<file path="src/tile_pkg.sv">
package tile_pkg;

   // ----------------------------------------
   // Memory sizes
   // ----------------------------------------

   // Name RAM, 32 by 32 tiles
   localparam int unsigned name_aw    = 10;
   localparam int unsigned name_depth = 1 << name_aw;

   // Colour lookup, 8 row bands by 32 columns
   localparam int unsigned lut_aw     = 8;
   localparam int unsigned lut_depth  = 1 << lut_aw;

   // Pattern ROM, name byte then line-in-tile
   localparam int unsigned pat_aw     = 11;

   // Byte lanes and colour width
   localparam int unsigned data_w     = 8;
   localparam int unsigned col_w      = 4;

   // ----------------------------------------
   // CPU port to the name RAM
   // ----------------------------------------

   typedef struct packed {
      logic              write;
      logic [name_aw-1:0] addr;
      logic [data_w-1:0]  data;
   } bus_req_t;

   // Read data, qualified by rsp_valid
   typedef struct packed {
      logic [data_w-1:0] data;
   } bus_rsp_t;

   // Colour LUT load word
   typedef struct packed {
      logic [lut_aw-1:0] addr;
      logic [col_w-1:0]  color;
   } lut_wr_t;

   // ----------------------------------------
   // Video output, one per clock
   // ----------------------------------------

   typedef struct packed {
      logic             valid;
      logic [col_w-1:0] color;
      // Bit 1 from plane 1, bit 0 from plane 2
      logic [1:0]       index;
   } pixel_t;

endpackage

</file>
<file path="src/vid_timing_pkg.sv">
package vid_timing_pkg;

   // ----------------------------------------
   // Raster geometry, one pixel per clock
   // ----------------------------------------

   // Counter width covers both axes
   localparam int unsigned cnt_w = 9;

   // Horizontal line, visible part first
   localparam logic [cnt_w-1:0] h_total  = 9'd320;
   localparam logic [cnt_w-1:0] h_active = 9'd256;

   // Vertical frame, visible lines first
   localparam logic [cnt_w-1:0] v_total  = 9'd264;
   localparam logic [cnt_w-1:0] v_active = 9'd224;

   // Counter position to displayed pixel
   // One tile of fetch latency ahead of the shifters
   localparam int unsigned pix_delay = 8;

   // ----------------------------------------
   // Raster state as seen by the display side
   // ----------------------------------------

   // All fields are registered together in the counter
   typedef struct packed {
      logic [cnt_w-1:0] h_cnt;
      logic [cnt_w-1:0] v_cnt;
      logic             hblank;
      logic             vblank;
      // Visible line and h_cnt below h_active
      logic             fetch;
   } raster_t;

endpackage

</file>
<file path="src/vram_arbiter.sv">
module vram_arbiter
   import vid_timing_pkg::*;
   import tile_pkg::*;
(
   input  logic               CLK_4PN,
   input  logic               rst,
   input  raster_t            raster,
   input  logic               cpu_valid,
   input  bus_req_t           cpu_req,
   output logic               cpu_ready,
   output logic               rsp_valid,
   output bus_rsp_t           cpu_rsp,
   input  logic               flip,
   output logic [name_aw-1:0] ram_addr,
   output logic               ram_we,
   output logic [data_w-1:0]  ram_wdata,
   input  logic [data_w-1:0]  ram_rdata
);

   // Tile column, mirrored under flip
   logic [4:0]         fetch_col;
   // Display-side name address
   logic [name_aw-1:0] fetch_addr;
   // CPU transfer on this edge
   logic               accept;
   // Read issued on the previous edge
   logic               rd_pend;

   // ----------------------------------------
   // Display fetch address
   // ----------------------------------------

   // Row from v_cnt 7..3, column from h_cnt 7..3
   assign fetch_col  = raster.h_cnt[7:3] ^ {5{flip}};
   assign fetch_addr = {raster.v_cnt[7:3], fetch_col};

   // ----------------------------------------
   // CPU grant
   // ----------------------------------------

   // CPU owns the RAM only outside the fetch window
   assign cpu_ready = ~raster.fetch;
   assign accept    = cpu_valid & cpu_ready;

   // Address mux, display wins while fetching
   assign ram_addr  = raster.fetch ? fetch_addr : cpu_req.addr;

   // Write lands on the accepting edge
   assign ram_we    = accept & cpu_req.write;
   assign ram_wdata = cpu_req.data;

   // ----------------------------------------
   // Read response
   // ----------------------------------------

   // Marker lines up with the one-cycle RAM latency
   always_ff @(posedge CLK_4PN)
   begin
      if (rst)
         rd_pend <= 1'b0;
      else
         rd_pend <= accept & ~cpu_req.write;
   end

   assign rsp_valid    = rd_pend;
   // RAM output holds the CPU read in the cycle after acceptance
   assign cpu_rsp.data = ram_rdata;

endmodule
</file>
<file path="config.mk">
export PLATFORM = sky130hd
export DESIGN_NAME = vram_arbiter
export DESIGN_NICKNAME = d
export VERILOG_FILES = /design/src/tile_pkg.sv /design/src/vid_timing_pkg.sv /design/src/vram_arbiter.sv
export SDC_FILE = /design/constraint.sdc
export NUM_CORES = 1
export LEC_CHECK = 0
export ABC_AREA = 0
export BUFFER_PORTS_ARGS = -buffer_cell sky130_fd_sc_hd__buf_2
export CAP_MARGIN = 15
export CELL_PAD_IN_SITES_DETAIL_PLACEMENT = 1
export CELL_PAD_IN_SITES_GLOBAL_PLACEMENT = 2
export CORE_ASPECT_RATIO = 0.8
export CORE_MARGIN = 3
export CORE_UTILIZATION = 10
export CTS_BUF_LIST = sky130_fd_sc_hd__clkbuf_4
export DETAILED_ROUTE_END_ITERATION = 12
export PLACE_DENSITY = 0.95
export SLEW_MARGIN = 0
export SYNTH_ARGS = -nofsm -noshare
export SYNTH_HDL_FRONTEND = slang
export SYNTH_SLANG_ARGS = --single-unit
export TNS_END_PERCENT = 100
</file>
<file path="constraint.sdc">
create_clock -name CLK_4PN -period 0.8 [get_ports CLK_4PN]
set_input_delay 0.12 -clock CLK_4PN [delete_from_list [all_inputs] [get_ports CLK_4PN]]
set_output_delay 0.12 -clock CLK_4PN [all_outputs]
set_load 0.03 [all_outputs]
</file>
# Word-level counts from Yosys, hierarchy flattened

Index checks and enable logic that the tools add are counted.

RAM bits: 0
Latch bits: 0
Register bits: 1
Memories: 0
Output and inout bits: 29
ROM bits: 0
Input port bits: 52

Equality and inequality tests: 0
Shift operators: 0
$mul: 0
Div/mod/pow operators: 0
Reduce and logical (&&, ||, !) cells: 0
Add/sub/neg operators: 0
Mux-type cells: 1
Magnitude comparators: 0
Bitwise operators: 6

Operators by type and width:

| kind              | number |
|---|---|
| 2-to-1 mux 10 bit | 1 |
| bitwise XOR 5 bit | 1 |
| bitwise AND 1 bit | 3 |
| NOT 1 bit         | 2 |

# Longest topological paths before layout

Word-level depth: 3
Mapped depth: 4

# Worst setup path before layout

Ideal clock, no wire load.

Path type: input port to output port
Start: in flip
End: out ram_addr[0]
Data arrival time: 0.889 ns
Path buffers: 1
Path slack: -0.209 ns
Stages on the path: 3
Data required time: 0.680 ns
Path through: buf_4 xnor2_1 a21oi_1

Cells in the longest elaborated chain, start to end: 2

RTL lines:

| what              | RTL line           | source |
|---|---|---|
| from (decl)       | vram_arbiter.sv:13 | `input logic flip,` |
| bitwise XOR 5 bit | vram_arbiter.sv:34 | `assign fetch_col = raster.h_cnt[7:3] ^ {5{flip}};` |
| 2-to-1 mux 10 bit | vram_arbiter.sv:46 | `assign ram_addr = raster.fetch ? fetch_addr : cpu_req.addr;` |
| to (decl)         | vram_arbiter.sv:14 | `output logic [name_aw-1:0] ram_addr,` |

Every way passes these cells.

# Final worst setup path

Start: in raster[0] (netlist name)
End: out ram_addr[6]

Cells in the longest elaborated chain, start to end: 1

RTL lines:

| what              | RTL line           | source |
|---|---|---|
| from (decl)       | vram_arbiter.sv:7  | `input raster_t raster,` |
| 2-to-1 mux 10 bit | vram_arbiter.sv:46 |  |

Every way passes these cells.

==> results.tsv <==
stage	metric	value	unit
min_path	hp-class	input pin to output pin	
pwr	cellPowerDensity	786	mW/mm^2
synth	synth_area_per_cell	7.89	um^2
critical_path	cp-end-kind	output pin	
floorplanning	rows	18	
synth	syn_area	339	um^2
synth	synth_adder_area_share	0	
sta	drv_slew	0	
synth	synth_cells	43	
final_layout	multi_input_area	309	um^2
drt	vias	341	
synth	synth-simple-area-share	0.118	
final_layout	diodes	0	
pwr	power_frac_clock	0	
sta	worst_pin_slew	197	ps
flow_run	drv_cap	0	
final_layout	nNetsFinal	120	
pwr	power.internal	0.343	mW
critical_path	slowest_stage	mux2_4	
pwr	p_sw_frac	0.425	
place	gp_congestion	0.703	
pwr	comb_power_share	0.912	
synth	ys_types	10	
global_routing	overflow	0	
sta	hold_viol	0	
floorplanning	core	0.00318	mm^2
synth	synth_mux_area_frac	0.166	
final_layout	area_growth	124	%
final_layout	stdcell_count	106	
sta	finalSetupViolCount	0	
final_layout	regArea	20.0	um^2
sta	period_needed	791	ps
global_routing	grt_max_degree	6	
synth	synth_xor_area_frac	0.129	
final_layout	final_cell_mix	25 x buf_2, 11 x buf_6, 5 x mux2_4, 5 x nor2_4	
global_routing	grt_pass1_wl	2.00	mm
final_layout	final_common_cell	buf_2	
floorplanning	fp.dieArea	0.00413	mm^2
global_routing	first_global_vias	402	
critical_path	cp.required	680	ps
critical_path	critPathMaxStageDelay	300	ps
drt	drcViolationCount	0	
synth	ys_ff_latch	1	
run_status	outcome	finished, final reports clean	
global_routing	grt_use_total	0.0609	
synth	syn_nets	95	
synth	synth_top_family_by_area	buffers and inverters	
global_routing	antenna_found_initial	0	
critical_path	worstPathCellList	buf_12 > mux2_4 > buf_6	
drt	drt_iter0_drc	3	
sta	max_freq	1260	MHz
synth	synth_compound_area_frac	0.0738	
synth	yosysWarnings	0	
floorplanning	fp.dieH	58.1	um
floorplanning	start_util	0.107	
critical_path	worstPathArrival	670	ps
final_layout	fin_area	758	um^2
pwr	seqPwrFrac	0.088	
synth	ys_seq_area_frac	0.0590	
place	io_buffers	38	
pwr	leakagePower	0.343	nW
critical_path	path_max_fanout	5	
final_layout	nFillCells	358	
sta	fin_crit_sh	0.988	
drt	vias_per_cell	3.22	
floorplanning	die_w	71.1	um
final_layout	largest_reg_flops	1	
drt	dr.pass1.iters	2	
clock_network	cts_hold_repair.buffers	0	
floorplanning	ios	81	
sta	slew_headroom	0.868	
place	dp_hpwl	1.02	mm
pwr	ir_worst_vdd	0.153	mV
drt	ant_nets	0	
place	place_area	484	um^2
pwr	p_switching	0.254	mW
drt	drt_wl_total	1.32	mm
critical_path	cp-start-kind	input pin	
final_layout	drive_gt1_frac	0.970	
critical_path	crit_type	input pin to output pin	
sta	rsz0062_at_grt	yes	
drt	wl_per_cell	12.4	um
place	dp_cells	104	
==> critical path: cells and delay by family <==
family | cells | cell delay, ps
mux | 1 | 300
buf+inv | 2 | 250
==> cells in the mapped netlist (all sizes together) <==
cell type,number,area share
inv,1,0.011
nor2,5,0.055
a21oi,5,0.074
xnor2,5,0.13
nor4b,1,0.044
buf,19,0.44
mux2,5,0.17
dfxtp,1,0.059
and3,1,0.018
==> metrics by stage <==
stage | hold slack, ps | TNS [ps] | utilization | setup WS, ps | total power, mW
floorplan | 193 | -238 | - | -47.7 | 0.426
global placement | 240 | -1710 | 0.152 | -173 | 0.390
detailed placement | 240 | -1990 | 0.152 | -197 | 0.399
global route | 240 | -5.25 | 0.239 | -3.82 | 0.622
CTS | 240 | 0 | 0.223 | 5.31 | 0.563
finish | 240 | 0 | 0.239 | 9.42 | 0.596
==> power groups by stage <==
stage / Combinational (mW) / Sequential, mW / Clock, mW
CTS: 0.511 / 0.0525 / 0
detailed placement: 0.346 / 0.0525 / 0
global route: 0.570 / 0.0527 / 0
finish: 0.544 / 0.0525 / 0
floorplan: 0.370 / 0.0553 / 0
global placement: 0.338 / 0.0525 / 0
==> final timing paths <==
kind                     start     endpoint  slack [ps]  cells after the start
hold / removal    ram_rdata[5]   cpu_rsp[5]         240                      0
setup / recovery     raster[0]  ram_addr[6]           9                      3
==> kinds of logic (layout without fill, tap and decap cells) <==
logic type	Yosys count	count (layout)
flops	1	1
xor+xnor	5	5
compound gates	5	5
buf+inv	20	43
mux	5	5
simple gates	7	7
==> layer usage <==
| layer | global-route usage | vias to the layer above | wire (um) |
|---|---|---|---|
| met4 | 0 | 0 | 0 |
| li1 | - | 168 | - |
| met2 | 0.151 | 4 | 940 |
| met1 | 0.0494 | 169 | 334 |
| met3 | 0.0104 | 0 | 41 |
| met5 | 0 | - | 0 |
==> timing repair <==
action	CTS	global route
setup endpoints to repair	12	5
setup buffers	0	0
gates resized for setup	46	9
gates cloned	2	0
pin swaps	6	5
==> layout make-up <==
class,count,share of cell area
inverter,1,0.00990
multi-input combinational,22,0.408
sequential,1,0.0264
tap,40,0.0660
timing repair buffer,42,0.490
(Power assumes the default switching activity.)
