$ cat src/tile_pkg.sv
package tile_pkg;

   // ----------------------------------------
   // Memory sizes
   // ----------------------------------------

   // Name RAM, 32 by 32 tiles
   localparam int unsigned name_aw    = 10;
   localparam int unsigned name_depth = 1 << name_aw;

   // Colour lookup, 8 row bands by 32 columns
   localparam int unsigned lut_aw     = 8;
   localparam int unsigned lut_depth  = 1 << lut_aw;

   // Pattern ROM, name byte then line-in-tile
   localparam int unsigned pat_aw     = 11;

   // Byte lanes and colour width
   localparam int unsigned data_w     = 8;
   localparam int unsigned col_w      = 4;

   // ----------------------------------------
   // CPU port to the name RAM
   // ----------------------------------------

   typedef struct packed {
      logic              write;
      logic [name_aw-1:0] addr;
      logic [data_w-1:0]  data;
   } bus_req_t;

   // Read data, qualified by rsp_valid
   typedef struct packed {
      logic [data_w-1:0] data;
   } bus_rsp_t;

   // Colour LUT load word
   typedef struct packed {
      logic [lut_aw-1:0] addr;
      logic [col_w-1:0]  color;
   } lut_wr_t;

   // ----------------------------------------
   // Video output, one per clock
   // ----------------------------------------

   typedef struct packed {
      logic             valid;
      logic [col_w-1:0] color;
      // Bit 1 from plane 1, bit 0 from plane 2
      logic [1:0]       index;
   } pixel_t;

endpackage

$ cat src/vid_timing_pkg.sv
package vid_timing_pkg;

   // ----------------------------------------
   // Raster geometry, one pixel per clock
   // ----------------------------------------

   // Counter width covers both axes
   localparam int unsigned cnt_w = 9;

   // Horizontal line, visible part first
   localparam logic [cnt_w-1:0] h_total  = 9'd320;
   localparam logic [cnt_w-1:0] h_active = 9'd256;

   // Vertical frame, visible lines first
   localparam logic [cnt_w-1:0] v_total  = 9'd264;
   localparam logic [cnt_w-1:0] v_active = 9'd224;

   // Counter position to displayed pixel
   // One tile of fetch latency ahead of the shifters
   localparam int unsigned pix_delay = 8;

   // ----------------------------------------
   // Raster state as seen by the display side
   // ----------------------------------------

   // All fields are registered together in the counter
   typedef struct packed {
      logic [cnt_w-1:0] h_cnt;
      logic [cnt_w-1:0] v_cnt;
      logic             hblank;
      logic             vblank;
      // Visible line and h_cnt below h_active
      logic             fetch;
   } raster_t;

endpackage

$ cat src/tile_shifter.sv
module tile_shifter
   import vid_timing_pkg::*;
   import tile_pkg::*;
(
   input  logic              CLK_4PN,
   input  logic              rst,
   input  raster_t           raster,
   input  logic              flip,
   input  logic [data_w-1:0] name,
   output logic [pat_aw-1:0] pat_addr,
   output logic [lut_aw-1:0] lut_addr,
   input  logic [data_w-1:0] pat_d1,
   input  logic [data_w-1:0] pat_d2,
   input  logic [col_w-1:0]  color,
   output pixel_t            pix
);

   // Position inside the current tile
   logic [2:0]           phase;
   logic [4:0]           col;
   // Holding registers, filled in phase 2
   logic [data_w-1:0]    hold_d1;
   logic [data_w-1:0]    hold_d2;
   logic [col_w-1:0]     hold_col;
   // Plane shifters and the colour for the tile on screen
   logic [data_w-1:0]    shift_d1;
   logic [data_w-1:0]    shift_d2;
   logic [col_w-1:0]     color_q;
   // Fetch window delayed to pixel time
   logic [pix_delay-1:0] fetch_dly;

   assign phase = raster.h_cnt[2:0];
   // Mirrored column order under flip
   assign col   = raster.h_cnt[7:3] ^ {5{flip}};

   // ----------------------------------------
   // Phase 1 addresses
   // ----------------------------------------

   // Name byte is on the RAM output from phase 1, ROM answers in phase 2
   assign pat_addr = {name, raster.v_cnt[2:0]};
   // Colour per 32-line band, also back in phase 2
   assign lut_addr = {raster.v_cnt[7:5], col};

   // Phase 2 capture of planes and colour
   always_ff @(posedge CLK_4PN)
   begin
      if (raster.fetch && phase == 3'd2)
      begin
         hold_d1  <= pat_d1;
         hold_d2  <= pat_d2;
         hold_col <= color;
      end
   end

   // ----------------------------------------
   // Shifters
   // ----------------------------------------

   // Load on the edge ending phase 7, shift on every other edge
   always_ff @(posedge CLK_4PN)
   begin
      if (raster.fetch && phase == 3'd7)
      begin
         shift_d1 <= hold_d1;
         shift_d2 <= hold_d2;
         color_q  <= hold_col;
      end
      else if (flip)
      begin
         // Mirrored, bit 0 goes out first
         shift_d1 <= {1'b0, shift_d1[data_w-1:1]};
         shift_d2 <= {1'b0, shift_d2[data_w-1:1]};
      end
      else
      begin
         shift_d1 <= {shift_d1[data_w-2:0], 1'b0};
         shift_d2 <= {shift_d2[data_w-2:0], 1'b0};
      end
   end

   // Valid runs pix_delay clocks behind the fetch window
   always_ff @(posedge CLK_4PN)
   begin
      if (rst)
         fetch_dly <= '0;
      else
         fetch_dly <= {fetch_dly[pix_delay-2:0], raster.fetch};
   end

   // ----------------------------------------
   // Pixel out
   // ----------------------------------------

   always_comb
   begin
      pix.valid = fetch_dly[pix_delay-1];
      pix.color = '0;
      pix.index = '0;
      // Colour and index stay zero outside the visible span
      if (pix.valid)
      begin
         pix.color = color_q;
         if (flip)
            pix.index = {shift_d1[0], shift_d2[0]};
         else
            pix.index = {shift_d1[data_w-1], shift_d2[data_w-1]};
      end
   end

endmodule

$ cat config.mk
export PLATFORM = sky130hd
export DESIGN_NAME = tile_shifter
export DESIGN_NICKNAME = d
export VERILOG_FILES = /design/src/tile_pkg.sv /design/src/vid_timing_pkg.sv /design/src/tile_shifter.sv
export SDC_FILE = /design/constraint.sdc
export NUM_CORES = 1
export LEC_CHECK = 0
export BUFFER_PORTS_ARGS = -buffer_cell sky130_fd_sc_hd__buf_2
export CAP_MARGIN = 20
export CELL_PAD_IN_SITES_DETAIL_PLACEMENT = 1
export CELL_PAD_IN_SITES_GLOBAL_PLACEMENT = 1
export CORE_MARGIN = 2
export CORE_UTILIZATION = 30
export DETAILED_ROUTE_END_ITERATION = 8
export GPL_TIMING_DRIVEN = 0
export PLACE_DENSITY = 0.76
export SYNTH_ARGS = -nofsm -noshare
export SYNTH_HDL_FRONTEND = slang
export SYNTH_SLANG_ARGS = --single-unit
$ cat constraint.sdc
create_clock -name CLK_4PN -period 3.3 [get_ports CLK_4PN]
set_input_delay 0.66 -clock CLK_4PN [delete_from_list [all_inputs] [get_ports CLK_4PN]]
set_output_delay 0.66 -clock CLK_4PN [all_outputs]
set_load 0.05 [all_outputs]
[Word level (Yosys, flattened, before mapping)]
Index checks and enable logic that the tools add are counted.
Word-level totals
  flip-flop bits (word level): 48
  input bits: 52
  word-level logic and storage cells: 18
Operators by class
  equality and inequality tests: 2
  muxes and demuxes: 6
  bitwise logic cells: 1
  reduce and logical (&&, ||, !) cells: 2
Operators with widths (count)
  2-to-1 mux 8 bit: 4
  2-to-1 mux 6 bit: 1
  XOR 5 bit: 1
  equality test 3 x 2 -> 1 bit, second input constant: 1
  equality test 3 bit, second input constant: 1
  logical AND 1 bit: 2
  2-to-1 mux 2 bit: 1

[Depth between registers and ports, before layout]
Gate-level depths: netlist of the first run.
  word-level depth: 3
  mapped depth: 4
  depth with buffers taken out: 2

[Worst setup path before layout of the first run]
No wires, ideal clock.
  path kind: in2reg
  start: in raster[12] in the netlist's numbering
  end: reg hold_col[0], enable pin
  data arrival time: 2120 ps
  setup slack: 757 ps
  stages: 1
  path buffers: 0
  cell sequence: nor3_1
Between the ends
  longest elaborated chain between the ends: 2
Ends and longest elaborated chain
  from (decl): line tile_shifter.sv:7  | input raster_t raster,
  equality test 3 x 2 -> 1 bit: line tile_shifter.sv:48  | if (raster.fetch && phase == 3'd2)
  logical AND 1 bit: line tile_shifter.sv:48
  to (signal assigned): line tile_shifter.sv:52  | hold_col <= color;
  to (decl): line tile_shifter.sv:24  | logic [col_w-1:0] hold_col;
No other way between the ends.
A chain may end at the register's enable or synchronous reset.

==> impl_metrics.env, run 1 <==
export IMPL_pre_cts_ws_ns=1.03
export IMPL_post_cts_buffers=0
export IMPL_switching_share_pct=23.7
export IMPL_cts_num_sinks=48
export IMPL_setup_viol=0
export IMPL_crit_path_max_fanout=10
export IMPL_timing_rr_start="shift_d2[3]$_DFF_P_"
export IMPL_drive_above_1_share_pct=58.6
export IMPL_nNetsFinal=242
export IMPL_dieHeight_um=84.6
export IMPL_r2r_end="shift_d2[4]$_DFF_P_"
export IMPL_slew_headroom_pct=43.6
export IMPL_syn_nets=178
export IMPL_hold_viol_final=0
export IMPL_pwr_share_comb_pct=18.4
export IMPL_grt_max_degree=16
export IMPL_cap_viol_max_count=0
export IMPL_initial_core_util_pct=30.9
export IMPL_cts_hold_fix_buffers=0
export IMPL_min_path_type="register to register"
export IMPL_grt_pass1_wl_mm=5.27
export IMPL_first_pass_iters=4
export IMPL_io_pins=78
export IMPL_post_place_cells=260
export IMPL_reg2regPathDepth=2
export IMPL_core_area_sq_mm=0.00631
export IMPL_async_reset_ff_share_pct=0
export IMPL_yosysUniqueCellTypes=16
export IMPL_yosys_area_top_type="edfxtp_1"
export IMPL_grt_overflow=0
export IMPL_path_class="input port to primary output"
export IMPL_utilization_pct=38.9
export IMPL_finalCritPeriodShare_pct=68.9
export IMPL_powerDensity_mw_per_mm2=562
export IMPL_clockBufferDepth=2
export IMPL_multi_input_area_sq_um=587
export IMPL_rows=29
export IMPL_synth_commonest_cells="24 x dfxtp_1, 24 x edfxtp_1, 18 x mux2_4"
export IMPL_leakage_nw=1.12
export IMPL_gp_congestion=0.662
export IMPL_antenna_found_initial=0
export IMPL_io_buffers=56
export IMPL_internal_power_mw=1.05
export IMPL_drt_wl_total_mm=3.27
export IMPL_tns_ns=0
export IMPL_grt_usage_pct=9.42
export IMPL_skew_ns=0.00347
export IMPL_syn2layout_area_growth_pct=25.8
export IMPL_r2r_slack_ns=2.34
export IMPL_crit_path_end_kind="primary output"
export IMPL_hold_end="color_q[2]$_DFFE_PP_"
export IMPL_netlist_area_sq_mm=0.00195
export IMPL_holdCritStartpoint="hold_col[2]$_DFFE_PP_"
export IMPL_vias=1142
export IMPL_clkSlewWorstSetupHoldPaths_ns=0.08
export IMPL_arrival_ns=1.61
export IMPL_die_w_um=84.6
export IMPL_synthCells=126
export IMPL_cts_tree="done"
export IMPL_clockPowerShare_pct=29.9
export IMPL_max_freq_mhz=440
export IMPL_synth_edf_count=24
export IMPL_ff_latch_area_sq_mm=0.00120
export IMPL_diodes=0
export IMPL_status="completed"
export IMPL_fillers=700
export IMPL_fin_ws_ns=1.03
export IMPL_cts_resized=0
export IMPL_p_switching_uw=327
export IMPL_synth_seq_cells=48
export IMPL_layout_cells_non_filler=268
export IMPL_maxSlewViolCount=0
export IMPL_worstMarginPinSlew_ns=0.841
export IMPL_insertion_delay_ns=0.30
export IMPL_wl_per_cell_um=12.2
export IMPL_ir_drop_mv=0.274
export IMPL_yosysWarnings=0
export IMPL_rsz0062_at_grt="false"
export IMPL_yosysSeqAreaShare_pct=61.6
export IMPL_numCtsBuffers=5
export IMPL_power_mw=1.38
export IMPL_synth_ff_type="edfxtp_1"
export IMPL_hold_depth=0
export IMPL_cp_start_kind="input port"
export IMPL_grt_pass1_vias=1128
export IMPL_post_route_drc_count=0
export IMPL_min_period_ns=2.27
export IMPL_die_area_sq_mm=0.00716
export IMPL_first_iter_violations=19
export IMPL_postSynthAreaPerCell_sq_um=15.5
export IMPL_p_seq_share_pct=51.7
export IMPL_postRouteAntennaNets=0
export IMPL_synth_top_area_share_pct=36.9
export IMPL_clockRootBuffer="clkbuf_8"
export IMPL_synth_area_top_cells="edfxtp_1 37%, dfxtp_1 25%, mux2_4 14%"
export IMPL_place_hpwl_mm=2.53
export IMPL_htree_levels=2
export IMPL_via_per_inst=4.26
export IMPL_cp_data_required_time_ns=2.64
==> flip-flops by register name, summed over array words and instances (netlist names) <==
| signal | cells |
|---|---|
| shift_d1 | 8 |
| fetch_dly | 8 |
| color_q | 4 |
| hold_col | 4 |
| hold_d2 | 8 |
| shift_d2 | 8 |
| hold_d1 | 8 |
==> per-layer routing <==
layer / wire length, um / GRT usage, % / up-vias
met2: 1680 / 16.1 / 51
met1: 1250 / 10.5 / 539
met5: 0 / 0 / -
li1: - / - / 545
met4: 57 / 3.90 / 0
met3: 287 / 3.54 / 7
==> power by group through the flow <==
stage	registers, mW	logic, mW	clock network [mW]
floorplan	0.716	0.206	0
global placement	0.726	0.248	0
detailed placement	0.727	0.255	0
CTS	0.714	0.257	0.430
global route	0.722	0.271	0.454
finish	0.714	0.253	0.412
==> metrics by stage <==
step / hold slack [ns] / area [sq um]
global placement: 0.406 / 2330
floorplan: 0.400 / 1950
detailed placement: 0.406 / 2340
global route: 0.431 / 2450
finish: 0.425 / 2450
CTS: 0.427 / 2450
==> worst max path at each step <==
stage                     slack, ns                     to  cells past startpoint       start
after floorplan                0.76  hold_col[0]$_DFFE_PP_                      1  raster[12]
after CTS                      1.01                 pix[1]                      5        flip
final                          1.03                 pix[1]                      5        flip
after detailed placement       1.03                 pix[0]                      5        flip
after global placement         0.04   hold_d2[1]$_DFFE_PP_                      3   raster[0]
after global routing           0.95                 pix[1]                      5        flip
==> layout make-up <==
cell class,count,area share [%]
Inverter,3,0.459
Tap cell,77,3.92
Timing Repair Buffer,57,11.9
Clock inverter,3,1.73
Clock buffer,5,2.80
Sequential cell,48,48.9
Multi-Input combinational cell,56,23.9
Buffer,19,6.37
==> kinds of logic (layout without fill, tap and decap cells) <==
logic type / after synthesis / count (layout) / share of synthesized area (%)
mux: 30 / 30 / 20.5
simple gates: 21 / 21 / 7.06
flops: 48 / 48 / 61.6
buf+inv: 22 / 87 / 8.60
xor+xnor: 5 / 5 / 2.24
==> critical path: stages <==
cell and delay (ns):
buf_6 0.10, buf_2 0.26, mux2i_1 0.12, nor2b_1 0.17
buf_2 0.29
==> cell usage in the layout (no fill, tap or decap), drive strengths merged <==
master and n:
nor3 1, nand4 1, dfxtp 24, xor2 5, clkinvlp 1, buf 76
edfxtp 24, inv 3, and2 4, nor2b 12, mux2i 4, clkbuf 5
clkinv 1, mux2 26, bufinv 1, nand2 3
Note: power is estimated with default switching activity, not from simulation.
==> inputs of run 2 (changes only) <==
ABC_AREA = 1   (was default)
PLACE_DENSITY = 0.83   (was 0.76)
clock period = 2 ns   (was 3.3 ns; I/O delays follow)
==> run 2 against run 1 <==
  * Wire length up 6.8%
  * Power is 43% higher
  * Critical path depth down 2
==> impl_metrics.env, run 2 <==
export IMPL_switching_share_pct=27.0
export IMPL_htree_levels=2
export IMPL_fillers=765
export IMPL_reg2regPathDepth=0
export IMPL_crit_path_end_kind="primary output"
export IMPL_die_w_um=83.9
export IMPL_mostFrequentLayoutCells="93 x nand2_1, 56 x buf_2, 24 x edfxtp_1, 24 x dfxtp_1, 18 x inv_1"
export IMPL_crit_path_max_fanout=7
export IMPL_gp_congestion=0.736
export IMPL_post_route_cell_area_sq_mm=0.00239
export IMPL_utilization_pct=38.2
export IMPL_slew_headroom_pct=38.9
export IMPL_initial_core_util_pct=30.5
export IMPL_p_seq_share_pct=56.5
export IMPL_antenna_found_initial=0
export IMPL_max_freq_mhz=590
export IMPL_first_iter_violations=60
export IMPL_cp_start_kind="register"
export IMPL_p_switching_uw=533
export IMPL_yosysMostFrequentCell="nand2_1"
export IMPL_ff_latch_area_sq_mm=0.00120
export IMPL_crit_slowest_cell="dfxtp_1"
export IMPL_grt_pass1_wl_mm=5.89
export IMPL_rows=29
export IMPL_synth_seq_cells=48
export IMPL_syn2layout_area_growth_pct=25.0
export IMPL_post_cts_buffers=0
export IMPL_finalCritPeriodShare_pct=84.7
export IMPL_setup_viol=0
export IMPL_place_hpwl_mm=2.76
export IMPL_die_area_sq_mm=0.00704
export IMPL_diodes=0
export IMPL_cts_hold_fix_buffers=0
export IMPL_slowest_delay_ns=0.44
export IMPL_yosys_area_top_type="edfxtp_1"
export IMPL_async_reset_ff_share_pct=0
export IMPL_grt_max_degree=21
export IMPL_synth_ff_type="edfxtp_1"
export IMPL_drt_wl_total_mm=3.49
export IMPL_grt_overflow=0
export IMPL_cts_num_sinks=48
export IMPL_io_buffers=56
export IMPL_synth_area_top_cells="edfxtp_1 38%, dfxtp_1 25%, nand2_1 18%"
export IMPL_hold_viol_final=0
export IMPL_cts_resized=0
export IMPL_final_common_cell="nand2_1"
export IMPL_maxSlewViolCount=0
export IMPL_core_area_sq_mm=0.00628
export IMPL_first_pass_iters=4
export IMPL_internal_power_mw=1.44
export IMPL_pwr_share_comb_pct=14.5
export IMPL_fin_ws_ns=0.306
export IMPL_syn_nets=257
export IMPL_synth_top_area_share_pct=37.6
export IMPL_numCtsBuffers=5
export IMPL_synth_commonest_cells="93 x nand2_1, 24 x dfxtp_1, 24 x edfxtp_1"
export IMPL_vias=1379
export IMPL_clockPowerShare_pct=29.0
export IMPL_min_period_ns=1.69
export IMPL_ir_drop_mv=0.381
export IMPL_insertion_delay_ns=0.30
export IMPL_netlist_area_sq_mm=0.00192
export IMPL_pre_cts_ws_ns=0.248
export IMPL_crit_family="flip-flops"
export IMPL_path_cells="o21ai_0 -> nor2_1 -> buf_2"
export IMPL_drive_above_1_share_pct=32.7
export IMPL_hold_depth=1
export IMPL_min_path_type="input port to register"
export IMPL_grt_usage_pct=10.6
export IMPL_powerDensity_mw_per_mm2=825
export IMPL_leakage_nw=1.20
export IMPL_worstMarginPinSlew_ns=0.914
export IMPL_grt_pass1_vias=1307
export IMPL_clockBufferDepth=2
export IMPL_synthCells=205
export IMPL_skew_ns=0.00546
export IMPL_clockRootBuffer="clkbuf_8"
export IMPL_critical_path_depth=3
export IMPL_nNetsFinal=320
export IMPL_placed_cell_area_sq_mm=0.00230
export IMPL_rsz0062_at_grt="false"
export IMPL_arrival_ns=1.29
export IMPL_postSynthAreaPerCell_sq_um=9.34
export IMPL_clkSlewWorstSetupHoldPaths_ns=0.09
export IMPL_cp_data_required_time_ns=1.60
export IMPL_post_route_drc_count=0
export IMPL_yosysSeqAreaShare_pct=62.7
export IMPL_dieHeight_um=83.9
export IMPL_wl_per_cell_um=10.1
export IMPL_yosysUniqueCellTypes=14
export IMPL_via_per_inst=3.99
export IMPL_path_class="register to primary output"
export IMPL_path_buf_inv=1
export IMPL_status="completed"
export IMPL_yosysWarnings=0
export IMPL_multi_input_area_sq_um=489
export IMPL_postRouteAntennaNets=0
export IMPL_io_pins=78
export IMPL_synth_edf_count=24
export IMPL_cts_tree="done"
export IMPL_cap_viol_max_count=0
==> run 2: changes by cell type after synthesis, sizes merged, moves of 2 or more <==
| cell | previous run | this run |
|---|---|---|
| mux2i | 4 | 0 |
| nor2 | 0 | 15 |
| o21ai | 0 | 2 |
| nor2b | 12 | 0 |
| mux2 | 26 | 0 |
| inv | 3 | 19 |
| and2 | 4 | 0 |
| nand2 | 3 | 94 |
==> run 2: cell families after synthesis <==
family	Yosys count	share of synthesized area, %
flip-flops	48	62.7
XOR/XNOR	5	2.29
AO/OA/AOI/OAI	2	0.523
buffers and inverters	40	12.3
AND/OR/NAND/NOR	110	22.1
==> run 2: per-layer routing <==
| layer | routed length (um) | up-vias | part of all wire (%) | global-route usage (%) |
|---|---|---|---|---|
| li1 | - | 731 | - | - |
| met1 | 1510 | 592 | 43 | 12.6 |
| met2 | 1650 | 50 | 47 | 18.1 |
| met3 | 268 | 6 | 7.7 | 2.87 |
| met4 | 58 | 0 | 1.7 | 4.40 |
| met5 | 0 | - | 0 | 0 |
==> run 2: area by class of cell <==
cell class | instances | area share, %
Sequential cell | 48 | 50.2
Multi-Input combinational cell | 117 | 20.4
Timing Repair Buffer | 56 | 11.7
Buffer | 21 | 6.90
Tap cell | 77 | 4.02
Inverter | 19 | 2.98
Clock buffer | 5 | 2.87
Clock inverter | 3 | 0.940
==> run 2: path summary, 6_finish.rpt <==
kind	end	slack (ns)	from
setup / recovery	pix[1]	0.31	fetch_dly[7]$_SDFF_PP0_
hold / removal	hold_d1[6]$_DFFE_PP_	0.27	pat_d1[6]
setup reg to reg	color_q[1]$_DFFE_PP_	1.35	hold_col[1]$_DFFE_PP_
hold reg to reg	fetch_dly[3]$_SDFF_PP0_	0.41	fetch_dly[2]$_SDFF_PP0_
==> run 2: through the flow <==
step | total power, mW | TNS [ns] | hold slack (ns) | std cells
6_report | 1.98 | 0 | 0.266 | 346
5_1_grt | 2.08 | 0 | 0.249 | 346
4_1_cts | 2.00 | 0 | 0.257 | 346
3_5_place_dp | 1.43 | 0 | 0.403 | 338
3_3_place_gp | 1.42 | -2.96 | 0.390 | 338
2_1_floorplan | 1.35 | 0 | 0.388 | 205
==> run 2: power by group through the flow <==
stage,Combinational (mW),Sequential [mW],Clock (mW)
after floorplan,0.215,1.13,0
after global placement,0.283,1.14,0
after detailed placement,0.291,1.14,0
after CTS,0.292,1.12,0.594
after global routing,0.317,1.12,0.641
final,0.286,1.12,0.573
