`config.mk`:
```
export PLATFORM = sky130hd
export DESIGN_NAME = raster_counter
export DESIGN_NICKNAME = d
export VERILOG_FILES = /design/src/vid_timing_pkg.sv /design/src/raster_counter.sv
export SDC_FILE = /design/constraint.sdc
export NUM_CORES = 1
export LEC_CHECK = 0
export BUFFER_PORTS_ARGS = -buffer_cell sky130_fd_sc_hd__buf_2
export CAP_MARGIN = 20
export CORE_ASPECT_RATIO = 1.1
export CORE_MARGIN = 2
export CORE_UTILIZATION = 31
export DETAILED_ROUTE_END_ITERATION = 8
export PLACE_DENSITY = 0.57
export SETUP_SLACK_MARGIN = 0.05
export SYNTH_ARGS = -nofsm -noshare
export SYNTH_HDL_FRONTEND = slang
export SYNTH_SLANG_ARGS = --single-unit
export TNS_END_PERCENT = 5
```
`constraint.sdc`:
```
create_clock -name CLK_4PN -period 2.05 [get_ports CLK_4PN]
set_input_delay 0.3075 -clock CLK_4PN [delete_from_list [all_inputs] [get_ports CLK_4PN]]
set_output_delay 0.3075 -clock CLK_4PN [all_outputs]
set_load 0.005 [all_outputs]
```
`src/vid_timing_pkg.sv`:
```
package vid_timing_pkg;

   // ----------------------------------------
   // Raster geometry, one pixel per clock
   // ----------------------------------------

   // Counter width covers both axes
   localparam int unsigned cnt_w = 9;

   // Horizontal line, visible part first
   localparam logic [cnt_w-1:0] h_total  = 9'd320;
   localparam logic [cnt_w-1:0] h_active = 9'd256;

   // Vertical frame, visible lines first
   localparam logic [cnt_w-1:0] v_total  = 9'd264;
   localparam logic [cnt_w-1:0] v_active = 9'd224;

   // Counter position to displayed pixel
   // One tile of fetch latency ahead of the shifters
   localparam int unsigned pix_delay = 8;

   // ----------------------------------------
   // Raster state as seen by the display side
   // ----------------------------------------

   // All fields are registered together in the counter
   typedef struct packed {
      logic [cnt_w-1:0] h_cnt;
      logic [cnt_w-1:0] v_cnt;
      logic             hblank;
      logic             vblank;
      // Visible line and h_cnt below h_active
      logic             fetch;
   } raster_t;

endpackage

```
`src/raster_counter.sv`:
```
module raster_counter
   import vid_timing_pkg::*;
(
   input  logic    CLK_4PN,
   input  logic    rst,
   output raster_t raster
);

   // Next counter values
   logic [cnt_w-1:0] h_nxt;
   logic [cnt_w-1:0] v_nxt;
   logic             h_wrap;

   // ----------------------------------------
   // Next position
   // ----------------------------------------

   // End of line
   assign h_wrap = (raster.h_cnt == h_total - 9'd1);

   always_comb
   begin
      h_nxt = raster.h_cnt + 9'd1;
      v_nxt = raster.v_cnt;
      if (h_wrap)
      begin
         h_nxt = '0;
         // Line step at the end of each line, frame wrap at v_total
         if (raster.v_cnt == v_total - 9'd1)
            v_nxt = '0;
         else
            v_nxt = raster.v_cnt + 9'd1;
      end
   end

   // ----------------------------------------
   // Registered raster state
   // ----------------------------------------

   // Flags come from the next counts so they line up with them
   always_ff @(posedge CLK_4PN)
   begin
      if (rst)
      begin
         raster.h_cnt  <= '0;
         raster.v_cnt  <= '0;
         raster.hblank <= 1'b0;
         raster.vblank <= 1'b0;
         // Line 0 column 0 is inside the fetch window
         raster.fetch  <= 1'b1;
      end
      else
      begin
         raster.h_cnt  <= h_nxt;
         raster.v_cnt  <= v_nxt;
         raster.hblank <= (h_nxt >= h_active);
         raster.vblank <= (v_nxt >= v_active);
         raster.fetch  <= (h_nxt < h_active) && (v_nxt < v_active);
      end
   end

endmodule

```
======== Word-level counts from Yosys, hierarchy flattened ========
Cells that the tools add are included.
W data, S select, Z words.
storage, ports and cells
  input port bits ......................... 2
  output and inout port bits .............. 21
  flip-flop bits (word level) ............. 21
  word-level logic and storage cells ...... 17
cells by class
  mux-type cells .......................... 3
  reductions and logical operators ........ 1
  equality and inequality tests ........... 2
  add/sub/neg operators ................... 2
  magnitude comparators ................... 4
operators by type and width
  operator               number
  $mux W9                3
  $add A9 B1 Y9 const B  2
  $eq A9 B9 Y1 const B   2
  $ge A9 B8 Y1 const B   1
  $ge A9 B9 Y1 const B   1
  $lt A9 B8 Y1 const B   1
  $lt A9 B9 Y1 const B   1
  $logic_and A1 B1 Y1    1

======== Longest topological paths before layout ========
Gate-level depths: netlist (run 1).
  depth after elaboration ................. 5
  depth in mapped cells ................... 6
  gate-level depth less buffers ........... 6

======== Worst setup path before layout (run 1) ========
Ideal clock, no wire load.
  path kind ............................... reg2reg
  start point ............................. reg raster[12] (netlist name)
  end point ............................... reg raster[0] (netlist name)
  library setup time ...................... 118 ps
  required time ........................... 1932 ps
  cell stages (with the launch flop) ...... 7
  buffers on the path ..................... 0
  arrival ................................. 1602 ps
  setup slack ............................. 330 ps
  clock period less this slack ............ 1720 ps
  path through ............................ dfxtp_1 ha_1 nand4bb_4 nor4_2 o211ai_1 a211oi_2 nor2_1
on the way
  cells in the longest elaborated chain, start to end .. 4
  elaborated cells between the ends (all ways) .. 7
  classes of those cells .................. add/sub (1); order compare (2); eq/ne (1); mux (2); reduce/logical (1)
RTL lines
  what                                           RTL line                                    source
  start, declared                                raster_counter.sv:6                         output raster_t raster
  $add A9 B1 Y9 or $eq A9 B9 Y1 (tied branches)  raster_counter.sv:23, raster_counter.sv:19
  $mux W9                                        raster_counter.sv:25                        if (h_wrap)
  $lt A9 B9 Y1 or $lt A9 B8 Y1 (tied branches)   raster_counter.sv:58                        raster.fetch <= (h_nxt < h_active) && (v_nxt < v_active);
  $logic_and A1 B1 Y1 *                          raster_counter.sv:58
Every way passes the cells marked *; elsewhere a longest branch is shown, timed or not.
A chain may end at the register's enable or synchronous reset.

======== Worst setup path in the final report (run 1) ========
Same ends and word-level chain as after synthesis.

==> results of run 1 <==
[final cells by class]
class	instances	area [sq um]
fillers	315	1880
flip-flops and latches	20	400
clock buffers	3	22.5
inverters	2	7.51
well taps	34	42.5
multi-input cells	78	548
repair buffers	23	118
[layout by cell type, fill, tap and decap left out, types with 2 or more instances in the layout]
cell	count
buf_2	22
dfxtp_1	20
nor2_1	19
nand2_1	9
xnor2_1	7
xor2_1	6
nand3_1	5
a21oi_1	3
nand4_1	3
clkbuf_4	3
nand2b_1	2
nor4_2	2
nor2b_1	2
inv_1	2
ha_1	2
[worst max-delay path, stage by stage, from the launching register on]
cell	delay (ps)
dfxtp_1	440
ha_1	270
nand4bb_4	170
nor4_2	380
o211ai_1	140
a211oi_2	260
nor2_1	50
[where the power goes]
group          internal, mW  switching [mW]  total (mW)
Clock                0.0685           0.121       0.189
Sequential            0.393         0.00727       0.401
Combinational        0.0112          0.0144      0.0256
[per-layer routing]
metal,GRT usage (%),up-vias,share of wire (%)
li1,-,407,-
met4,5.23,0,1.6
met1,15.9,369,47
met3,2.28,4,4.2
met2,20.4,18,47
met5,0,-,0
[worst paths after layout]
| path | to | startpoint | slack (ps) | depth (start not counted) |
|---|---|---|---|---|
| worst max register to register | raster[0] | raster[12] | 240 | 6 |
| worst max-delay path | raster[0] | raster[12] | 240 | 6 |
| worst min-delay path | raster[4] | rst | 240 | 2 |
| worst min register to register | raster[12] | raster[12] | 510 | 1 |
[stage by stage]
step	cells	util, %	power, mW
after floorplan	102	-	0.423
after global placement	157	36.9	0.435
after detailed placement	157	36.9	0.436
after CTS	160	37.7	0.621
after global routing	160	37.7	0.642
final	160	37.7	0.616
[logic make-up after synthesis]
| family | count (synthesis) | share of synthesized area (%) |
|---|---|---|
| buffers and inverters | 4 | 2.07 |
| xor gates and xnor gates | 13 | 11.8 |
| AOI/OAI and AO/OA | 10 | 8.01 |
| and+or+nand+nor | 53 | 34.2 |
| DFF | 20 | 41.3 |
| adders and majority gates | 2 | 2.58 |
==> impl_metrics.env, run 1 <==
export IMPL_setup_tns_ps=0
export IMPL_ys_seq_elements=20
export IMPL_synth_most_common_cell="dfxtp_1"
export IMPL_synth_edff_count=0
export IMPL_grt_usage_pct=12.5
export IMPL_grt_antenna_before_repair=0
export IMPL_final_nets=132
export IMPL_max_slew_margin_pct=77.7
export IMPL_ys_flop_type="dfxtp_1"
export IMPL_cts_sinks=20
export IMPL_ios=23
export IMPL_vias=798
export IMPL_required_ps=2250
export IMPL_drive_gt1_share_pct=29.4
export IMPL_hold_viol_final=0
export IMPL_ys_seq_area_share_pct=41.3
export IMPL_ys_warn_count=0
export IMPL_syn_inst=102
export IMPL_drv_cap=0
export IMPL_drt_iter0_markers=6
export IMPL_cts_resized=0
export IMPL_cts_tree="built"
export IMPL_outcome="complete, no violations"
export IMPL_powerDensity_mw_per_mm2=541
export IMPL_htreeDepth=1
export IMPL_largest_reg_flops=20
export IMPL_grt_max_degree=11
export IMPL_setup_viol=0
export IMPL_yosys_top_cells_count="20 x dfxtp_1, 19 x nor2_1, 9 x nand2_1, 7 x xnor2_1, 6 x xor2_1"
export IMPL_ctsHoldBuffers=0
export IMPL_ir_drop_mv=0.317
export IMPL_layout_area_overhead_vs_synth_pct=17.6
export IMPL_syn_area_sq_um=968
export IMPL_synth_top_area_share_pct=41.3
export IMPL_hold_class="primary input to register"
export IMPL_clk_path_buf_depth=2
export IMPL_place_area_sq_mm=0.00112
export IMPL_fin_crit_ps=1810
export IMPL_wire_per_inst_um=12.8
export IMPL_p_leak_nw=0.469
export IMPL_synth_avg_cell_area_sq_um=9.49
export IMPL_cp_end_kind="register"
export IMPL_synth_top_cell_by_area="dfxtp_1"
export IMPL_finalCritPeriodShare_pct=88.5
export IMPL_dieHeight_um=62.6
export IMPL_grt_pass1_wl_mm=3.59
export IMPL_viasPerCell=4.99
export IMPL_routed_wirelength_mm=2.05
export IMPL_drc_errors=0
export IMPL_ant_nets=0
export IMPL_die_area_sq_mm=0.00359
export IMPL_arrival_ps=2010
export IMPL_clock_latency_ps=300
export IMPL_cts_root_buf="clkbuf_4"
export IMPL_n_antenna_cell=0
export IMPL_path_clk_slew_ps=110
export IMPL_drv_slew=0
export IMPL_largestRegisters="raster x20"
export IMPL_numCtsBuffers=3
export IMPL_io_buffers=22
export IMPL_crit_type="register to register"
export IMPL_rsz0062_at_grt="no"
export IMPL_finish_instance_area_sq_mm=0.00114
export IMPL_holdWs_ps=238
export IMPL_dr_pass1_iters=3
export IMPL_synth_area_leaders="dfxtp_1 41%, nor2_1 7.4%, xnor2_1 6.3%"
export IMPL_fmax_mhz=551
export IMPL_async_flop_share_pct=0
export IMPL_syn_num_nets=106
export IMPL_overflow=0
export IMPL_synth_cell_types=33
export IMPL_critPathMaxFanout=6
export IMPL_first_global_vias=772
export IMPL_routabilityCongestion=0.795
export IMPL_core_sq_mm=0.00302
export IMPL_cts_setup_buffers=0
export IMPL_dp_hpwl_mm=1.58
export IMPL_worst_pin_slew_ps=332
export IMPL_start_util_pct=32.0
export IMPL_regMostFlops="raster"
export IMPL_worst_slack_ps=235
export IMPL_rows=21
export IMPL_worst_setup_path_start_kind="register"
export IMPL_die_w_um=57.3
export IMPL_finClkSkew_ps=6.71
export IMPL_dp_slack_ps=243
Note: power is estimated with default switching activity, not from simulation.
==> inputs of run 2 (changes only) <==
- BUFFER_PORTS_ARGS: -buffer_cell sky130_fd_sc_hd__buf_2 -> -buffer_cell sky130_fd_sc_hd__buf_4
==> impl_metrics.env, run 2 (synthesis results as in run 1) <==
export IMPL_outcome="complete, no violations"
export IMPL_max_slew_margin_pct=78.1
export IMPL_hold_end="raster[4]"
export IMPL_holdWs_ps=214
export IMPL_finalCritPeriodShare_pct=88.5
export IMPL_rsz0062_at_grt="no"
export IMPL_final_cell_mix="23 x buf_4, 20 x dfxtp_1, 19 x nor2_1"
export IMPL_worst_setup_path_start_kind="register"
export IMPL_dieHeight_um=62.6
export IMPL_overflow=0
export IMPL_regMostFlops="raster"
export IMPL_powerDensity_mw_per_mm2=513
export IMPL_clock_latency_ps=290
export IMPL_crit_buf_inv=0
export IMPL_p_leak_nw=0.468
export IMPL_first_global_vias=740
export IMPL_grt_usage_pct=12.1
export IMPL_grt_pass1_wl_mm=3.43
export IMPL_ios=23
export IMPL_viasPerCell=5.06
export IMPL_cts_sinks=20
export IMPL_core_sq_mm=0.00302
export IMPL_r2r_worst_path_cells=6
export IMPL_rows=21
export IMPL_fin_crit_ps=1810
export IMPL_min_from="rst"
export IMPL_worst_pin_slew_ps=327
export IMPL_htreeDepth=1
export IMPL_cts_root_buf="clkbuf_4"
export IMPL_path_cells="ha_2, nand4bb_4, nor4b_4, a211oi_1, a211oi_2, nor2_1"
export IMPL_cpMaxStageDelayCell="dfxtp_1"
export IMPL_grt_max_degree=11
export IMPL_cts_tree="built"
export IMPL_hold_viol_final=0
export IMPL_numCtsBuffers=3
export IMPL_crit_type="register to register"
export IMPL_drv_cap=0
export IMPL_largestRegisters="raster x20"
export IMPL_r2r_slack_ps=240
export IMPL_hold_class="primary input to register"
export IMPL_dr_pass1_iters=4
export IMPL_setup_tns_ps=0
export IMPL_io_buffers=22
export IMPL_routed_wirelength_mm=2.00
export IMPL_cp_top_family="simple AND/OR/NAND/NOR gates"
export IMPL_setup_viol=0
export IMPL_final_nets=132
export IMPL_cpPeakStageDelay_ps=440
export IMPL_start_util_pct=32.0
export IMPL_largest_reg_flops=20
export IMPL_drive_gt1_share_pct=30.2
export IMPL_clk_path_buf_depth=2
export IMPL_wire_per_inst_um=12.5
export IMPL_drt_iter0_markers=18
export IMPL_dp_hpwl_mm=1.54
export IMPL_fmax_mhz=551
export IMPL_grt_antenna_before_repair=0
export IMPL_layout_area_overhead_vs_synth_pct=23.5
export IMPL_finClkSkew_ps=0.701
export IMPL_ant_nets=0
export IMPL_reg2reg_to="raster[0]"
export IMPL_min_path_cells=2
export IMPL_vias=810
export IMPL_arrival_ps=2010
export IMPL_n_antenna_cell=0
export IMPL_critPathLaunch="raster[12]"
export IMPL_die_area_sq_mm=0.00359
export IMPL_cp_end_kind="register"
export IMPL_drc_errors=0
export IMPL_layout_commonest_cell="buf_4"
export IMPL_routabilityCongestion=0.770
export IMPL_die_w_um=57.3
export IMPL_ir_drop_mv=0.293
export IMPL_drv_slew=0
export IMPL_timing_rr_start="raster[12]"
export IMPL_critPathMaxFanout=6
export IMPL_required_ps=2250
export IMPL_path_clk_slew_ps=110
==> run 2: worst max-delay path by stage <==
| stage | endpoint | slack (ps) | cells past startpoint |
|---|---|---|---|
| 6_report | raster[0] | 240 | 6 |
| 5_1_grt | raster[0] | 70 | 6 |
| 4_1_cts | raster[0] | 190 | 6 |
| 3_5_place_dp | raster[0] | 210 | 6 |
| 3_3_place_gp | raster[0] | 310 | 6 |
| 2_1_floorplan | raster[0] | 330 | 6 |
==> run 2: timing repair <==
action	in CTS	in global routing
setup buffers	0	0
endpoints found under the setup margin	0	1
hold buffers	0	0
resized for setup	0	1
==> run 2: layout make-up <==
type | count | area [sq um]
Fill cell | 320 | 1830
Timing Repair Buffer | 23 | 173
Clock buffer | 3 | 22.5
Tap cell | 34 | 42.5
Inverter | 2 | 7.51
Sequential cell | 20 | 400
Multi-Input combinational cell | 78 | 551
==> run 2: per-stage QoR <==
step	util [%]	cells	cell area (sq um)	setup WS, ps	power (mW)
after global placement	38.8	157	1170	309	0.439
after CTS	39.5	160	1190	194	0.621
after floorplan	-	102	968	330	0.423
after detailed placement	38.8	157	1170	215	0.439
after global routing	39.6	160	1200	70.2	0.638
final	39.6	160	1200	236	0.613
==> run 2: routing by layer <==
metal / up-vias / GRT usage (%) / part of all wire, %
met4: 0 / 5.23 / 1.7
met3: 4 / 2.48 / 5.2
met2: 19 / 20.1 / 47
li1: 406 / - / -
met1: 381 / 14.8 / 46
met5: - / 0 / 0
==> run 2: power by group <==
part,total [mW],switching [mW],internal [mW]
sequential,0.402,0.00830,0.393
clock,0.182,0.114,0.0684
combinational,0.0294,0.0147,0.0147
==> run 2: worst register-to-register path, delay by kind of cell (launching register included) <==
family	cells	cell delay, ps
DFF	1	440
and+or+nand+nor	3	610
AOI/OAI and AO/OA	2	380
adders and majority gates	1	280
==> inputs of run 3 (changes only) <==
- CORE_ASPECT_RATIO: 1.1 -> default
==> impl_metrics.env, run 3 (synthesis results as in run 1) <==
export IMPL_vias=798
export IMPL_finClkSkew_ps=4.71
export IMPL_fin_crit_ps=1810
export IMPL_setup_tns_ps=0
export IMPL_path_cells="ha_1, nand4bb_4, nor4_2, o211ai_1, a211oi_2, nor2_1"
export IMPL_routed_wirelength_mm=2.09
export IMPL_die_area_sq_mm=0.00359
export IMPL_cts_setup_buffers=0
export IMPL_path_clk_slew_ps=110
export IMPL_top_usage_layer="met2"
export IMPL_finish_instance_area_sq_mm=0.00119
export IMPL_hold_class="primary input to register"
export IMPL_wire_per_inst_um=13.1
export IMPL_grt_antenna_before_repair=0
export IMPL_numCtsBuffers=3
export IMPL_layout_commonest_cell="buf_4"
export IMPL_dr_pass1_iters=4
export IMPL_max_slew_margin_pct=79.6
export IMPL_swShare_pct=23.4
export IMPL_cts_root_buf="clkbuf_4"
export IMPL_drv_cap=0
export IMPL_worst_setup_path_start_kind="register"
export IMPL_internal_power_mw=0.476
export IMPL_rows=20
export IMPL_first_global_vias=719
export IMPL_dieHeight_um=59.9
export IMPL_cp_top_family="simple AND/OR/NAND/NOR gates"
export IMPL_outcome="complete, no violations"
export IMPL_comb_power_share_pct=4.6
export IMPL_largest_reg_flops=20
export IMPL_ctsHoldBuffers=0
export IMPL_finalCritPeriodShare_pct=88.1
export IMPL_p_clk_share_pct=30.8
export IMPL_grt_met3_usage_pct=2.60
export IMPL_core_sq_mm=0.00300
export IMPL_htreeDepth=1
export IMPL_final_cell_mix="23 x buf_4, 20 x dfxtp_1, 19 x nor2_1"
export IMPL_cts_tree="built"
export IMPL_clk_path_buf_depth=2
export IMPL_crit_buf_inv=0
export IMPL_routabilityCongestion=0.803
export IMPL_grt_use_met1_pct=18.5
export IMPL_hold_viol_final=0
export IMPL_drive_gt1_share_pct=29.4
export IMPL_fmax_mhz=554
export IMPL_die_w_um=59.9
export IMPL_n_fill_cell=317
export IMPL_cpMaxStageDelayCell="dfxtp_1"
export IMPL_ant_nets=0
export IMPL_io_buffers=22
export IMPL_ir_drop_mv=0.181
export IMPL_final_nets=132
export IMPL_cts_resized=0
export IMPL_worst_pin_slew_ps=304
export IMPL_grt_usage_pct=13.6
export IMPL_final_cell_count_no_fill=159
export IMPL_rsz0062_at_grt="no"
export IMPL_drt_iter0_markers=16
export IMPL_seqPwrFrac_pct=64.6
export IMPL_cp_end_kind="register"
export IMPL_cts_sinks=20
export IMPL_finalCoreUtilization_pct=39.7
export IMPL_largestRegisters="raster x20"
export IMPL_regMostFlops="raster"
export IMPL_met2_usage_pct=19.6
export IMPL_layout_area_overhead_vs_synth_pct=23.1
export IMPL_grt_pass1_wl_mm=3.57
export IMPL_dp_hpwl_mm=1.54
export IMPL_ios=23
export IMPL_dp_cells=156
export IMPL_powerDensity_mw_per_mm2=521
export IMPL_setup_viol=0
export IMPL_arrival_ps=2010
export IMPL_drc_errors=0
export IMPL_p_leak_nw=0.470
export IMPL_start_util_pct=32.3
export IMPL_n_antenna_cell=0
export IMPL_viasPerCell=5.02
export IMPL_critPathMaxFanout=6
export IMPL_required_ps=2260
export IMPL_clock_latency_ps=310
export IMPL_crit_type="register to register"
export IMPL_cpPeakStageDelay_ps=450
export IMPL_drv_slew=0
export IMPL_fin_total_pwr_mw=0.622
export IMPL_switching_power_mw=0.145
export IMPL_overflow=0
export IMPL_place_area_sq_mm=0.00117
export IMPL_grt_max_degree=11
[run 3: cell counts in the layout (fill, tap and decap cells not counted)]
Identical to the previous run, type by type.
[run 3: worst register-to-register path, cell delays in order (launching register included)]
cell and delay [ps]:
dfxtp_1 450, ha_1 270, nand4bb_4 170, nor4_2 360, o211ai_1 140, a211oi_2 260, nor2_1 60
[run 3: through the flow]
| step | worst slack [ps] | hold WS (ps) |
|---|---|---|
| after detailed placement | 282 | 485 |
| after CTS | 248 | 188 |
| after floorplan | 330 | 377 |
| after global routing | 65.2 | 173 |
| final | 244 | 191 |
| after global placement | 347 | 470 |
[run 3: worst paths after layout]
path / from / end / slack (ps) / depth (start not counted)
hold / removal: rst / raster[4] / 190 / 2
setup / recovery: raster[12] / raster[0] / 240 / 6
hold reg to reg: raster[12] / raster[12] / 510 / 1
setup reg to reg: raster[12] / raster[0] / 240 / 6
[run 3: area by class of cell]
type                    count  area [sq um]  area share [%]
inverters                   2          7.51           0.630
repair buffers             23           173            14.5
flip-flops and latches     20           400            33.6
well taps                  33          41.3            3.46
clock buffers               3          22.5            1.89
multi-input cells          78           548            46.0
[run 3: per-layer routing]
| layer | routed length (um) | share of wire (%) | vias up |
|---|---|---|---|
| li1 | - | - | 410 |
| met1 | 1020 | 49 | 368 |
| met2 | 945 | 45 | 15 |
| met3 | 68 | 3.3 | 5 |
| met4 | 56 | 2.7 | 0 |
| met5 | 0 | 0 | - |
[run 3: power groups by stage]
stage	logic, mW	clock network [mW]	registers (mW)
after floorplan	0.0135	0	0.409
after global placement	0.0293	0	0.409
after detailed placement	0.0286	0	0.410
after CTS	0.0285	0.195	0.401
after global routing	0.0312	0.214	0.403
final	0.0285	0.192	0.402
